### config.mk
export PLATFORM = sky130hd
export DESIGN_NAME = ooo_dispatch
export DESIGN_NICKNAME = d
export VERILOG_FILES = /design/src/logic/ooo_pkg.sv /design/src/logic/ooo_dispatch.sv /design/src/logic/reorder_buffer.sv /design/src/logic/reg_status.sv /design/src/logic/issue_control.sv
export SDC_FILE = /design/constraint.sdc
export NUM_CORES = 1
export LEC_CHECK = 0
export BUFFER_PORTS_ARGS = -buffer_cell sky130_fd_sc_hd__buf_4
export CAP_MARGIN = 20
export CORE_ASPECT_RATIO = 0.75
export CORE_MARGIN = 5
export CORE_UTILIZATION = 35
export CTS_BUF_LIST = sky130_fd_sc_hd__clkbuf_16
export DETAILED_ROUTE_END_ITERATION = 7
export PLACE_DENSITY = 0.58
export SLEW_MARGIN = 0
export SYNTH_ARGS = -nofsm -noshare
export SYNTH_HDL_FRONTEND = slang
export SYNTH_SLANG_ARGS = --single-unit
### constraint.sdc
create_clock -name clk -period 3.3 [get_ports clk]
set_input_delay 0.165 -clock clk [delete_from_list [all_inputs] [get_ports clk]]
set_output_delay 0.165 -clock clk [all_outputs]
set_load 0.005 [all_outputs]
### src/logic/ooo_pkg.sv
package ooo_pkg;

	localparam int TAG_W = 3;
	localparam int ROB_DEPTH = 1 << TAG_W;

	typedef logic [15:0] word_t;
	typedef logic [2:0] reg_idx_t;
	typedef logic [TAG_W-1:0] rob_tag_t;
	typedef logic [2:0] station_busy_t; // Bit n is ALU station n

	// LC-3b opcode field
	typedef enum logic [3:0]
	{
		op_br   = 4'h0,
		op_add  = 4'h1,
		op_ldb  = 4'h2,
		op_stb  = 4'h3,
		op_jsr  = 4'h4,
		op_and  = 4'h5,
		op_ldr  = 4'h6,
		op_str  = 4'h7,
		op_rti  = 4'h8,
		op_not  = 4'h9,
		op_ldi  = 4'ha,
		op_sti  = 4'hb,
		op_jmp  = 4'hc,
		op_shf  = 4'hd,
		op_lea  = 4'he,
		op_trap = 4'hf
	} opcode_t;

	typedef struct packed {logic valid; rob_tag_t tag; word_t data;} cdb_t;

	typedef struct packed {logic busy; rob_tag_t tag; word_t data;} reg_read_t;

	typedef struct packed {logic ready; word_t value;} rob_lookup_t;

	typedef struct packed
	{
		logic valid;
		opcode_t op;
		logic [1:0] station;
		word_t vj;
		word_t vk;
		rob_tag_t qj;
		rob_tag_t qk;
		logic j_ready;
		logic k_ready;
		rob_tag_t dest;
	} alu_issue_t;

	typedef struct packed
	{
		logic valid;
		logic is_store;
		word_t offset; // Already shifted to a byte offset
		word_t vbase;
		rob_tag_t qbase;
		logic base_ready;
		word_t vsrc;
		rob_tag_t qsrc;
		logic src_ready;
		rob_tag_t dest;
	} ldst_issue_t;

	typedef struct packed
	{
		logic valid;
		opcode_t op;
		reg_idx_t dest;
		logic writes_reg;
		word_t value;
		logic value_ready; // BR and LEA finish at dispatch
	} rob_alloc_t;

	typedef struct packed
	{
		logic valid;
		opcode_t op;
		reg_idx_t dest;
		logic writes_reg;
		rob_tag_t tag;
		word_t value;
	} commit_t;

endpackage
### src/logic/ooo_dispatch.sv
`timescale 1ns/100ps

module ooo_dispatch
(
	input logic clk,
	input logic arst_n,
	input ooo_pkg::word_t instr,
	input logic instr_is_new,
	input ooo_pkg::word_t curr_pc,
	input logic predict_bit,
	input ooo_pkg::cdb_t cdb,
	input ooo_pkg::station_busy_t station_busy,
	input logic ldst_full,
	output logic stall,
	output logic pcmux_sel,
	output ooo_pkg::word_t br_pc,
	output ooo_pkg::alu_issue_t alu_issue,
	output ooo_pkg::ldst_issue_t ldst_issue,
	output ooo_pkg::commit_t commit
);
	import ooo_pkg::*;

	reg_idx_t src1_idx, src2_idx, dest_idx, rename_reg;
	reg_read_t src1_read, src2_read, dest_read;
	rob_tag_t src1_look, src2_look, alloc_tag;
	rob_lookup_t src1_rob, src2_rob;
	rob_alloc_t rob_alloc;
	logic rob_full, rename_en;

	issue_control issue0 (.*);

	reg_status regs0
	(
		.clk, .arst_n, .src1_idx, .src2_idx, .dest_idx,
		.rename_en, .rename_reg, .rename_tag(alloc_tag), .commit,
		.src1_read, .src2_read, .dest_read
	);

	reorder_buffer rob0
	(
		.clk, .arst_n, .rob_alloc, .cdb,
		.look1(src1_look), .look2(src2_look),
		.alloc_tag, .rob_full, .res1(src1_rob), .res2(src2_rob), .commit
	);

endmodule

### src/logic/reorder_buffer.sv
`timescale 1ns/100ps

module reorder_buffer
(
	input logic clk,
	input logic arst_n,
	input ooo_pkg::rob_alloc_t rob_alloc,
	input ooo_pkg::cdb_t cdb,
	input ooo_pkg::rob_tag_t look1,
	input ooo_pkg::rob_tag_t look2,
	output ooo_pkg::rob_tag_t alloc_tag,
	output logic rob_full,
	output ooo_pkg::rob_lookup_t res1,
	output ooo_pkg::rob_lookup_t res2,
	output ooo_pkg::commit_t commit
);
	import ooo_pkg::*;

	typedef struct packed
	{
		opcode_t op;
		reg_idx_t dest;
		logic writes_reg;
		logic ready;
		word_t value;
	} rob_entry_t;

	rob_entry_t ent [ROB_DEPTH];
	rob_tag_t head, tail;
	logic [TAG_W:0] count; // One extra bit to tell full from empty
	logic do_commit;

	assign alloc_tag = tail;
	assign rob_full = (count == (TAG_W+1)'(ROB_DEPTH));

	assign res1 = '{ready: ent[look1].ready, value: ent[look1].value};
	assign res2 = '{ready: ent[look2].ready, value: ent[look2].value};

	// Head retires once its result is in
	assign do_commit = (count != '0) && ent[head].ready;

	always_comb
	begin
		commit = '0;
		commit.valid = do_commit;
		commit.op = ent[head].op;
		commit.dest = ent[head].dest;
		commit.writes_reg = ent[head].writes_reg;
		commit.tag = head;
		commit.value = ent[head].value;
	end

	always_ff @(posedge clk or negedge arst_n)
	begin
		if (!arst_n)
		begin
			head <= '0;
			tail <= '0;
			count <= '0;
		end
		else
		begin
			if (rob_alloc.valid)
				tail <= tail + 1'b1;
			if (do_commit)
				head <= head + 1'b1;
			count <= count + (TAG_W+1)'(rob_alloc.valid) - (TAG_W+1)'(do_commit);
		end
	end

	// Entry payload and CDB capture
	always_ff @(posedge clk)
	begin
		if (cdb.valid)
		begin
			ent[cdb.tag].ready <= 1'b1;
			ent[cdb.tag].value <= cdb.data;
		end
		if (rob_alloc.valid)
		begin
			ent[tail].op <= rob_alloc.op;
			ent[tail].dest <= rob_alloc.dest;
			ent[tail].writes_reg <= rob_alloc.writes_reg; // Low for STR and BR
			ent[tail].ready <= rob_alloc.value_ready;
			ent[tail].value <= rob_alloc.value;
		end
	end

endmodule

### src/logic/reg_status.sv
`timescale 1ns/100ps

module reg_status
(
	input logic clk,
	input logic arst_n,
	input ooo_pkg::reg_idx_t src1_idx,
	input ooo_pkg::reg_idx_t src2_idx,
	input ooo_pkg::reg_idx_t dest_idx,
	input logic rename_en,
	input ooo_pkg::reg_idx_t rename_reg,
	input ooo_pkg::rob_tag_t rename_tag,
	input ooo_pkg::commit_t commit,
	output ooo_pkg::reg_read_t src1_read,
	output ooo_pkg::reg_read_t src2_read,
	output ooo_pkg::reg_read_t dest_read
);
	import ooo_pkg::*;

	word_t data [8];
	logic [7:0] busy;
	rob_tag_t tag [8];

	assign src1_read = '{busy: busy[src1_idx], tag: tag[src1_idx], data: data[src1_idx]};
	assign src2_read = '{busy: busy[src2_idx], tag: tag[src2_idx], data: data[src2_idx]};
	assign dest_read = '{busy: busy[dest_idx], tag: tag[dest_idx], data: data[dest_idx]};

	always_ff @(posedge clk or negedge arst_n)
	begin
		if (!arst_n)
		begin
			busy <= '0;
			for (int i = 0; i < 8; i++)
			begin
				data[i] <= '0;
				tag[i] <= '0;
			end
		end
		else
		begin
			if (commit.valid && commit.writes_reg)
			begin
				data[commit.dest] <= commit.value;
				// A younger rename keeps the register busy
				if (tag[commit.dest] == commit.tag)
					busy[commit.dest] <= 1'b0;
			end
			if (rename_en) // Overrides the commit clear
			begin
				busy[rename_reg] <= 1'b1;
				tag[rename_reg] <= rename_tag;
			end
		end
	end

endmodule

### src/logic/issue_control.sv
`timescale 1ns/100ps

module issue_control
(
	input logic clk,
	input logic arst_n,
	input ooo_pkg::word_t instr,
	input logic instr_is_new,
	input ooo_pkg::word_t curr_pc,
	input logic predict_bit,
	input ooo_pkg::cdb_t cdb,
	input ooo_pkg::station_busy_t station_busy,
	input logic ldst_full,
	input logic rob_full,
	input ooo_pkg::rob_tag_t alloc_tag,
	input ooo_pkg::reg_read_t src1_read,
	input ooo_pkg::reg_read_t src2_read,
	input ooo_pkg::reg_read_t dest_read,
	input ooo_pkg::rob_lookup_t src1_rob,
	input ooo_pkg::rob_lookup_t src2_rob,
	output logic stall,
	output logic pcmux_sel,
	output ooo_pkg::word_t br_pc,
	output ooo_pkg::reg_idx_t src1_idx,
	output ooo_pkg::reg_idx_t src2_idx,
	output ooo_pkg::reg_idx_t dest_idx,
	output ooo_pkg::rob_tag_t src1_look,
	output ooo_pkg::rob_tag_t src2_look,
	output ooo_pkg::alu_issue_t alu_issue,
	output ooo_pkg::ldst_issue_t ldst_issue,
	output ooo_pkg::rob_alloc_t rob_alloc,
	output logic rename_en,
	output ooo_pkg::reg_idx_t rename_reg
);
	import ooo_pkg::*;

	typedef struct packed {logic ready; word_t value; rob_tag_t tag;} operand_t;

	// Register, then same-cycle CDB, then finished ROB entry, else wait on tag
	function automatic operand_t resolve(input reg_read_t rd, input rob_lookup_t lk,
		input cdb_t bus);
		operand_t o;
		o = '0;
		if (!rd.busy)
		begin
			o.ready = 1'b1;
			o.value = rd.data;
		end
		else if (bus.valid && bus.tag == rd.tag)
		begin
			o.ready = 1'b1;
			o.value = bus.data;
		end
		else if (lk.ready)
		begin
			o.ready = 1'b1;
			o.value = lk.value;
		end
		else
			o.tag = rd.tag;
		return o;
	endfunction

	opcode_t opcode;
	word_t sext5;
	word_t off6;
	word_t off9;
	logic is_alu, is_ldst, is_store, is_br, is_lea, writes_reg;
	logic use_imm;
	logic stall_cond, go, bubble;
	logic [1:0] station;
	operand_t opnd_j, opnd_k, opnd_src;

	assign opcode = opcode_t'(instr[15:12]);
	assign src1_idx = instr[8:6]; // SR1 or base register
	assign src2_idx = instr[2:0];
	assign dest_idx = instr[11:9]; // DR, or the source of a store

	assign sext5 = {{11{instr[4]}}, instr[4:0]};
	assign off6 = {{9{instr[5]}}, instr[5:0], 1'b0};
	assign off9 = {{6{instr[8]}}, instr[8:0], 1'b0};
	assign br_pc = curr_pc + off9;

	assign is_alu = (opcode == op_add) || (opcode == op_and) ||
		(opcode == op_not) || (opcode == op_shf);
	assign is_store = (opcode == op_str);
	assign is_ldst = (opcode == op_ldr) || is_store;
	assign is_br = (opcode == op_br);
	assign is_lea = (opcode == op_lea);
	assign writes_reg = is_alu || (opcode == op_ldr) || is_lea;
	assign use_imm = instr[5] || (opcode == op_shf); // NOT also lands here

	// Store source is looked up through the second ROB port
	assign src1_look = src1_read.tag;
	assign src2_look = is_store ? dest_read.tag : src2_read.tag;

	assign opnd_j = resolve(src1_read, src1_rob, cdb);
	assign opnd_src = resolve(dest_read, src2_rob, cdb);
	assign opnd_k = use_imm ? operand_t'{ready: 1'b1, value: sext5, tag: '0}
		: resolve(src2_read, src2_rob, cdb);

	assign stall_cond = rob_full || (is_alu && (&station_busy)) || (is_ldst && ldst_full);
	assign stall = instr_is_new && !bubble && stall_cond;
	assign go = instr_is_new && !bubble && !stall_cond;

	assign pcmux_sel = go && is_br && predict_bit;
	assign rename_en = go && writes_reg;
	assign rename_reg = dest_idx;

	always_comb
	begin
		if (!station_busy[0])
			station = 2'd0;
		else if (!station_busy[1])
			station = 2'd1;
		else
			station = 2'd2;
	end

	// Word after a predicted-taken branch is on the wrong path
	always_ff @(posedge clk or negedge arst_n)
	begin
		if (!arst_n)
			bubble <= 1'b0;
		else
			bubble <= pcmux_sel;
	end

	always_comb
	begin
		alu_issue = '0;
		ldst_issue = '0;
		rob_alloc = '0;
		if (go && is_alu)
		begin
			alu_issue.valid = 1'b1;
			alu_issue.op = opcode;
			alu_issue.station = station;
			alu_issue.vj = opnd_j.value;
			alu_issue.qj = opnd_j.tag;
			alu_issue.j_ready = opnd_j.ready;
			alu_issue.vk = opnd_k.value;
			alu_issue.qk = opnd_k.tag;
			alu_issue.k_ready = opnd_k.ready;
			alu_issue.dest = alloc_tag;
		end
		if (go && is_ldst)
		begin
			ldst_issue.valid = 1'b1;
			ldst_issue.is_store = is_store;
			ldst_issue.offset = off6;
			ldst_issue.vbase = opnd_j.value;
			ldst_issue.qbase = opnd_j.tag;
			ldst_issue.base_ready = opnd_j.ready;
			ldst_issue.vsrc = is_store ? opnd_src.value : '0;
			ldst_issue.qsrc = is_store ? opnd_src.tag : '0;
			ldst_issue.src_ready = is_store ? opnd_src.ready : 1'b1; // Loads have no source
			ldst_issue.dest = alloc_tag;
		end
		if (go && (is_alu || is_ldst || is_br || is_lea))
		begin
			rob_alloc.valid = 1'b1;
			rob_alloc.op = opcode;
			rob_alloc.dest = dest_idx;
			rob_alloc.writes_reg = writes_reg;
			rob_alloc.value_ready = is_br || is_lea;
			// Taken branch keeps the fall-through PC for recovery
			if (is_br)
				rob_alloc.value = predict_bit ? curr_pc : br_pc;
			else if (is_lea)
				rob_alloc.value = br_pc;
		end
	end

endmodule

==> summary.md, run 1 <==
| Metric | Value |
|---|---|
| Crit-path max FO | `5` |
| Placed Area | `28000 um2` |
| CP Capture Type | `primary output` |
| Drt initial violations | `2783` |
| Max Root-Sink Buffers | `3` |
| VDD IR max | `550 uV` |
| Syn Area/Cell | `10.7 um2` |
| Initial antenna violation count | `7` |
| Worst Hold Slack | `34.5 ps` |
| H-tree level count | `2` |
| Total Power | `29800 uW` |
| Critical Path RT | `3130 ps` |
| CP arrival | `3560 ps` |
| Overall Global Routing Usage | `25.2%` |
| Sequential cell area fraction in the yosys report | `42.5%` |
| Die Ht | `238 um` |
| Most area-consuming cells after synthesis | `edfxtp_1 25%, mux4_2 18%, dfrtp_1 18%` |
| Placed cell count | `3387` |
| Routed Wire Length | `100000 um` |
| RSZ-0062 raised after global routing | `true` |
| Post-route minimum period | `3720 ps` |
| Ratio of cells with drive above 1 in the final layout | `41.6%` |
| I/O pin count | `217` |
| CTS Sinks | `371` |
| Remaining DRCs | `0` |
| Final non-filler cell total | `3572` |
| Post-Route Utilization | `47.3%` |
| Post-synth EDFFs | `200` |
| Nets | `2728` |
| Root Buffer Master | `clkbuf_16` |
| # setup viols final | `80` |
| CTS tree | `built` |
| Row count | `83` |
| Most frequent cells in the layout | `442 x nand2_1, 422 x buf_4, 205 x o21ai_0, 200 x edfxtp_1, 192 x mux4_2` |
| Slew HR | `31.2%` |
| Lkg Pwr | `0.0132 uW` |
| YS warnings | `0` |
| Fin. Hold Viols | `0` |
| Worst-Margin Slew | `1030 ps` |
| Core area | `68500 um2` |
| Skew final | `25.3 ps` |
| Post-synthesis cell type count | `67` |
| Share of the synthesized area in the top cell type | `24.8%` |
| Predominant post-synthesis flop cell | `edfxtp_1` |
| Design Area, Final | `32400 um2` |
| Clock Latency Late Sink | `570 ps` |
| Area leader, netlist | `edfxtp_1` |
| Global route overflow | `0` |
| Setup Crit Path Kind | `register to primary output` |
| Drt pass-1 iters | `6` |
| Fillers | `6107` |
| # port buffers | `214` |
| Outcome | `finished, violations left` |
| Via count | `21.8k` |
| Power Dens Cells | `919 nW/um2` |
| Area delta synth->final | `33.9%` |
| Post-DR wirelength/cell | `28.0 um` |
| Synth async-reset ratio | `46.1%` |
| Pin count of the biggest net entering global routing | `93` |
| Die ar. | `74600 um2` |
| Vias/cell | `6.12` |
| GP Congestion | `0.931` |
| Max Fclk | `269 MHz` |
| Max-slew violations | `0` |
| Initial core utilization | `35.3%` |
| Failing checks | `negative setup slack` |
| Setup ws final | `-420 ps` |
| Cells after Synth | `2269` |
| Seq cells post-synth | `371` |
| Synthesized cell area | `24200 um2` |
| Worst hold path type | `input pin to register` |
| Vias in the first global route | `21.1k` |
| Clock slew at reported path FFs | `60 ps` |
| DIE WIDTH | `314 um` |
| DRT antenna net count | `0` |
| HPWL after detailed placement | `67900 um` |
| First-pass GRT wire length | `141000 um` |
| Most common cell after layout, fill and taps aside | `nand2_1` |
| Cts bufs inserted | `40` |
| Worst Setup Start Kind | `register` |
| Period utilization | `113%` |
| Max Cap Viol | `0` |
cells in the mapped netlist (all sizes together) (4+ instances only):
| cell type | n |
|---|---|
| nand3b | 4 |
| ha | 22 |
| o41ai | 6 |
| nor2 | 89 |
| nand3 | 36 |
| a21oi | 132 |
| edfxtp | 200 |
| or3 | 7 |
| o221ai | 4 |
| mux2i | 112 |
| buf | 66 |
| a21o | 9 |
| clkbuf | 138 |
| o31ai | 19 |
| xor2 | 15 |
| a22oi | 5 |
| o21ai | 238 |
| inv | 41 |
| mux2 | 62 |
| and3 | 22 |
| mux4 | 194 |
| dfrtp | 171 |
| nor2b | 41 |
| nor4 | 5 |
| nor3b | 4 |
| and2 | 10 |
| nand2b | 4 |
| nand2 | 463 |
| xnor2 | 16 |
| nand4 | 4 |
| a211oi | 66 |
| nor3 | 24 |
| a221oi | 9 |
state kept, by name (all words and copies together) (netlist names):
register and cells:
rob0.ent 200, regs0.data 128, regs0.tag 24, regs0.busy 8, rob0.count 4, rob0.alloc_tag 3
rob0.head 3, issue0.bubble 1
final cells by class:
type	instances	area (um2)	share of cell area (%)
multi-input cells	1653	14400	44.3
flip-flops and latches	371	10300	31.7
repair buffers	536	5100	15.7
well taps	892	1120	3.44
clock buffers	42	1050	3.24
clock inverters	32	314	0.969
inverters	42	165	0.510
diodes	4	10.0	0.0309
stage by stage:
step | TNS, ps | setup slack, ps
6_report | -19320 | -420
2_1_floorplan | 0 | 298
5_1_grt | -28840 | -548
3_5_place_dp | -2000 | -186
3_3_place_gp | -1550 | -144
4_1_cts | -19260 | -477
layer usage:
layer	up-vias	global-route usage [%]	part of all wire [%]
met5	-	0	0.036
met4	6	7.40	3.6
met3	200	7.57	13
met2	1549	36.9	43
met1	10905	36.4	41
li1	9184	-	-
report_power, final:
group,switching [uW],total [uW],internal [uW]
clock,2020,4740,2720
combinational,9690,17800,8150
sequential,1130,7200,6070
final timing paths:
kind,startpoint,cells past startpoint,slack (ps),to
max in group asynchronous,arst_n,3,2120,regs0.busy[2]$_DFF_PN0_
min in group asynchronous,arst_n,2,210,regs0.data[121]$_DFFE_PN0P_
setup reg to reg,rob0.head[0]$_DFFE_PN0N_,10,200,regs0.busy[1]$_DFF_PN0_
hold reg to reg,regs0.data[31]$_DFFE_PN0P_,2,530,regs0.data[31]$_DFFE_PN0P_
setup / recovery,regs0.tag[0]$_DFFE_PN0P_,13,-420,ldst_issue[4]
hold / removal,cdb[10],3,30,rob0.ent[4][10]$_DFFE_PP_
critical path, stage by stage (launching register included):
cell and delay [ps]:
dfrtp_1 400, mux4_2 520, mux2i_4 220, mux2i_4 140, mux2i_1 210, o22ai_2 120, buf_6 150, buf_6 120
buf_6 110, or2_4 300, nor3b_4 330, nand2_2 120, nor2_1 120, buf_4 120
timing repair:
item | 4_1_cts | 5_1_grt
endpoints found under the setup margin | 84 | 90
hold endpoints to repair | 101 | 0
hold buffers | 4 | 0
resized for setup | 173 | 221
pin swaps | 91 | 127
buffers inserted | 39 | 63
gates cloned | 12 | 8
kinds of logic after synthesis:
kind of cell,count (synthesis),share of synthesized area [%]
adder cells (fa/ha/maj),24,1.30
AO/OA/AOI/OAI,509,12.1
XOR/XNOR,31,1.12
AND/OR/NAND/NOR,719,12.7
other,1,0.0155
flip-flops,371,42.5
multiplexers,368,25.8
buffers and inverters,246,4.40
(Power assumes the default switching activity.)
==> run 2: changes to the inputs <==
- CORE_UTILIZATION: 35 -> 50
- PLACE_DENSITY: 0.58 -> 0.75
- clock period: 3.3 -> 4.3 ns (I/O delays scaled with it)
==> run 2 against run 1 <==
  * Clock skew up 1.4 ps
  * First-iteration DRC count increased by 19%
  * Sequential cell count unchanged
  * Setup slack gained 500 ps
  * The run now ends clean
==> summary.md, run 2 (synthesized netlist as in run 1, its figures left out) <==
| Metric | Value |
|---|---|
| Outcome | `finished clean` |
| Root Buffer Master | `clkbuf_16` |
| Die Ht | `201 um` |
| FF-to-FF setup slack | `730 ps` |
| Drt initial violations | `3301` |
| Biggest regs | `rob0.ent x200, regs0.data x128, regs0.tag x24` |
| Initial antenna violation count | `6` |
| Global route overflow | `0` |
| CP Capture Type | `primary output` |
| I/O pin count | `217` |
| CTS tree | `built` |
| # port buffers | `214` |
| Most common cell after layout, fill and taps aside | `nand2_1` |
| Slew HR | `28.5%` |
| Post-CTS Setup Bufs | `0` |
| Largest register FFs | `200` |
| Cts bufs inserted | `40` |
| Final non-filler cell total | `3096` |
| Critical Path RT | `4090 ps` |
| GP Congestion | `1.00` |
| Post-route minimum period | `4220 ps` |
| Power Dens Cells | `668 nW/um2` |
| Pin count of the biggest net entering global routing | `88` |
| Core area | `47700 um2` |
| Max-slew violations | `0` |
| Placed cell count | `3022` |
| DRT antenna net count | `0` |
| Max Root-Sink Buffers | `3` |
| Clock Latency Late Sink | `570 ps` |
| Fin. Hold Viols | `0` |
| Worst hold path type | `input pin to register` |
| H-tree level count | `2` |
| Worst Setup Start Kind | `register` |
| Crit-path max FO | `25` |
| Period utilization | `98.2%` |
| Total Power | `18700 uW` |
| Post-Route Utilization | `58.6%` |
| Largest reg by FF count | `rob0.ent` |
| Drt pass-1 iters | `7` |
| Clock slew at reported path FFs | `70 ps` |
| Worst-Margin Slew | `1070 ps` |
| Vias/cell | `6.79` |
| CTS Sinks | `371` |
| Via count | `21.0k` |
| Ratio of cells with drive above 1 in the final layout | `26.5%` |
| Lkg Pwr | `0.0115 uW` |
| CP arrival | `4010 ps` |
| Most frequent cells in the layout | `463 x nand2_1, 313 x buf_4, 215 x o21ai_0, 200 x edfxtp_1, 192 x mux4_2` |
| Max Fclk | `237 MHz` |
| Die ar. | `53000 um2` |
| Setup Crit Path Kind | `register to primary output` |
| Worst Hold Slack | `54.4 ps` |
| Setup TNS | `0 ps` |
| Post-DR wirelength/cell | `28.0 um` |
| Row count | `69` |
| Max Cap Viol | `0` |
| First-pass GRT wire length | `129000 um` |
| RSZ-0062 raised after global routing | `false` |
| # diodes | `0` |
| DIE WIDTH | `264 um` |
| HPWL after detailed placement | `59200 um` |
| Vias in the first global route | `20.6k` |
| Skew final | `26.6 ps` |
| Nets | `2510` |
| Overall Global Routing Usage | `31.7%` |
| Area delta synth->final | `15.3%` |
| Routed Wire Length | `86600 um` |
| Initial core utilization | `50.8%` |
| # setup viols final | `0` |
| VDD IR max | `608 uV` |
| Remaining DRCs | `0` |
run 2: area by class of cell:
cell class | instances | area, um2
inverters | 42 | 160
multi-input cells | 1653 | 13000
fillers | 3896 | 19800
clock inverters | 32 | 228
clock buffers | 41 | 1030
repair buffers | 318 | 2430
well taps | 639 | 800
flip-flops and latches | 371 | 10300
run 2: critical path, stage by stage, from the launching register on:
cell and delay [ps]:
dfrtp_1 430, mux4_2 480, mux2i_2 310, mux2i_4 150, buf_4 300, buf_4 300
mux2i_1 170, a32oi_1 210, o2111ai_1 280, o221a_1 300, a211oi_1 250, buf_4 170
buf_4 100
run 2: per-layer routing:
| layer | GRT usage [%] | wire length, um | vias to the layer above |
|---|---|---|---|
| met5 | 0 | 78 | - |
| met4 | 12.8 | 4190 | 12 |
| met3 | 10.4 | 13100 | 306 |
| met2 | 47.0 | 37600 | 1814 |
| met1 | 43.4 | 31600 | 10172 |
| li1 | - | - | 8724 |
run 2: repair_timing:
action / CTS / global route
gates resized for setup: 0 / 2
hold endpoints to repair: 84 / 0
hold buffers: 1 / 0
endpoints found under the setup margin: 0 / 1
run 2: final timing paths:
| kind | end | cells past startpoint | from |
|---|---|---|---|
| setup / recovery | alu_issue[11] | 12 | regs0.tag[22]$_DFFE_PN0P_ |
| hold reg to reg | regs0.data[98]$_DFFE_PN0P_ | 2 | regs0.data[98]$_DFFE_PN0P_ |
| hold / removal | rob0.ent[6][2]$_DFFE_PP_ | 3 | cdb[2] |
| setup reg to reg | regs0.busy[3]$_DFF_PN0_ | 10 | rob0.head[0]$_DFFE_PN0N_ |
| min in group asynchronous | regs0.data[38]$_DFFE_PN0P_ | 2 | arst_n |
| max in group asynchronous | regs0.data[47]$_DFFE_PN0P_ | 3 | arst_n |
run 2: power breakdown:
part | internal [uW] | leakage, uW | total, uW | switching, uW
sequential | 4660 | 0.00397 | 5670 | 1010
clock | 1910 | 0.000652 | 3400 | 1480
combinational | 3970 | 0.00686 | 9580 | 5610
run 2: per-stage QoR:
| step | area [um2] | worst slack, ps |
|---|---|---|
| final | 27900 | 76.6 |
| after global routing | 27900 | 9.18 |
| after floorplan | 24200 | 1250 |
| after CTS | 27900 | 130 |
| after global placement | 26600 | 654 |
| after detailed placement | 26600 | 598 |
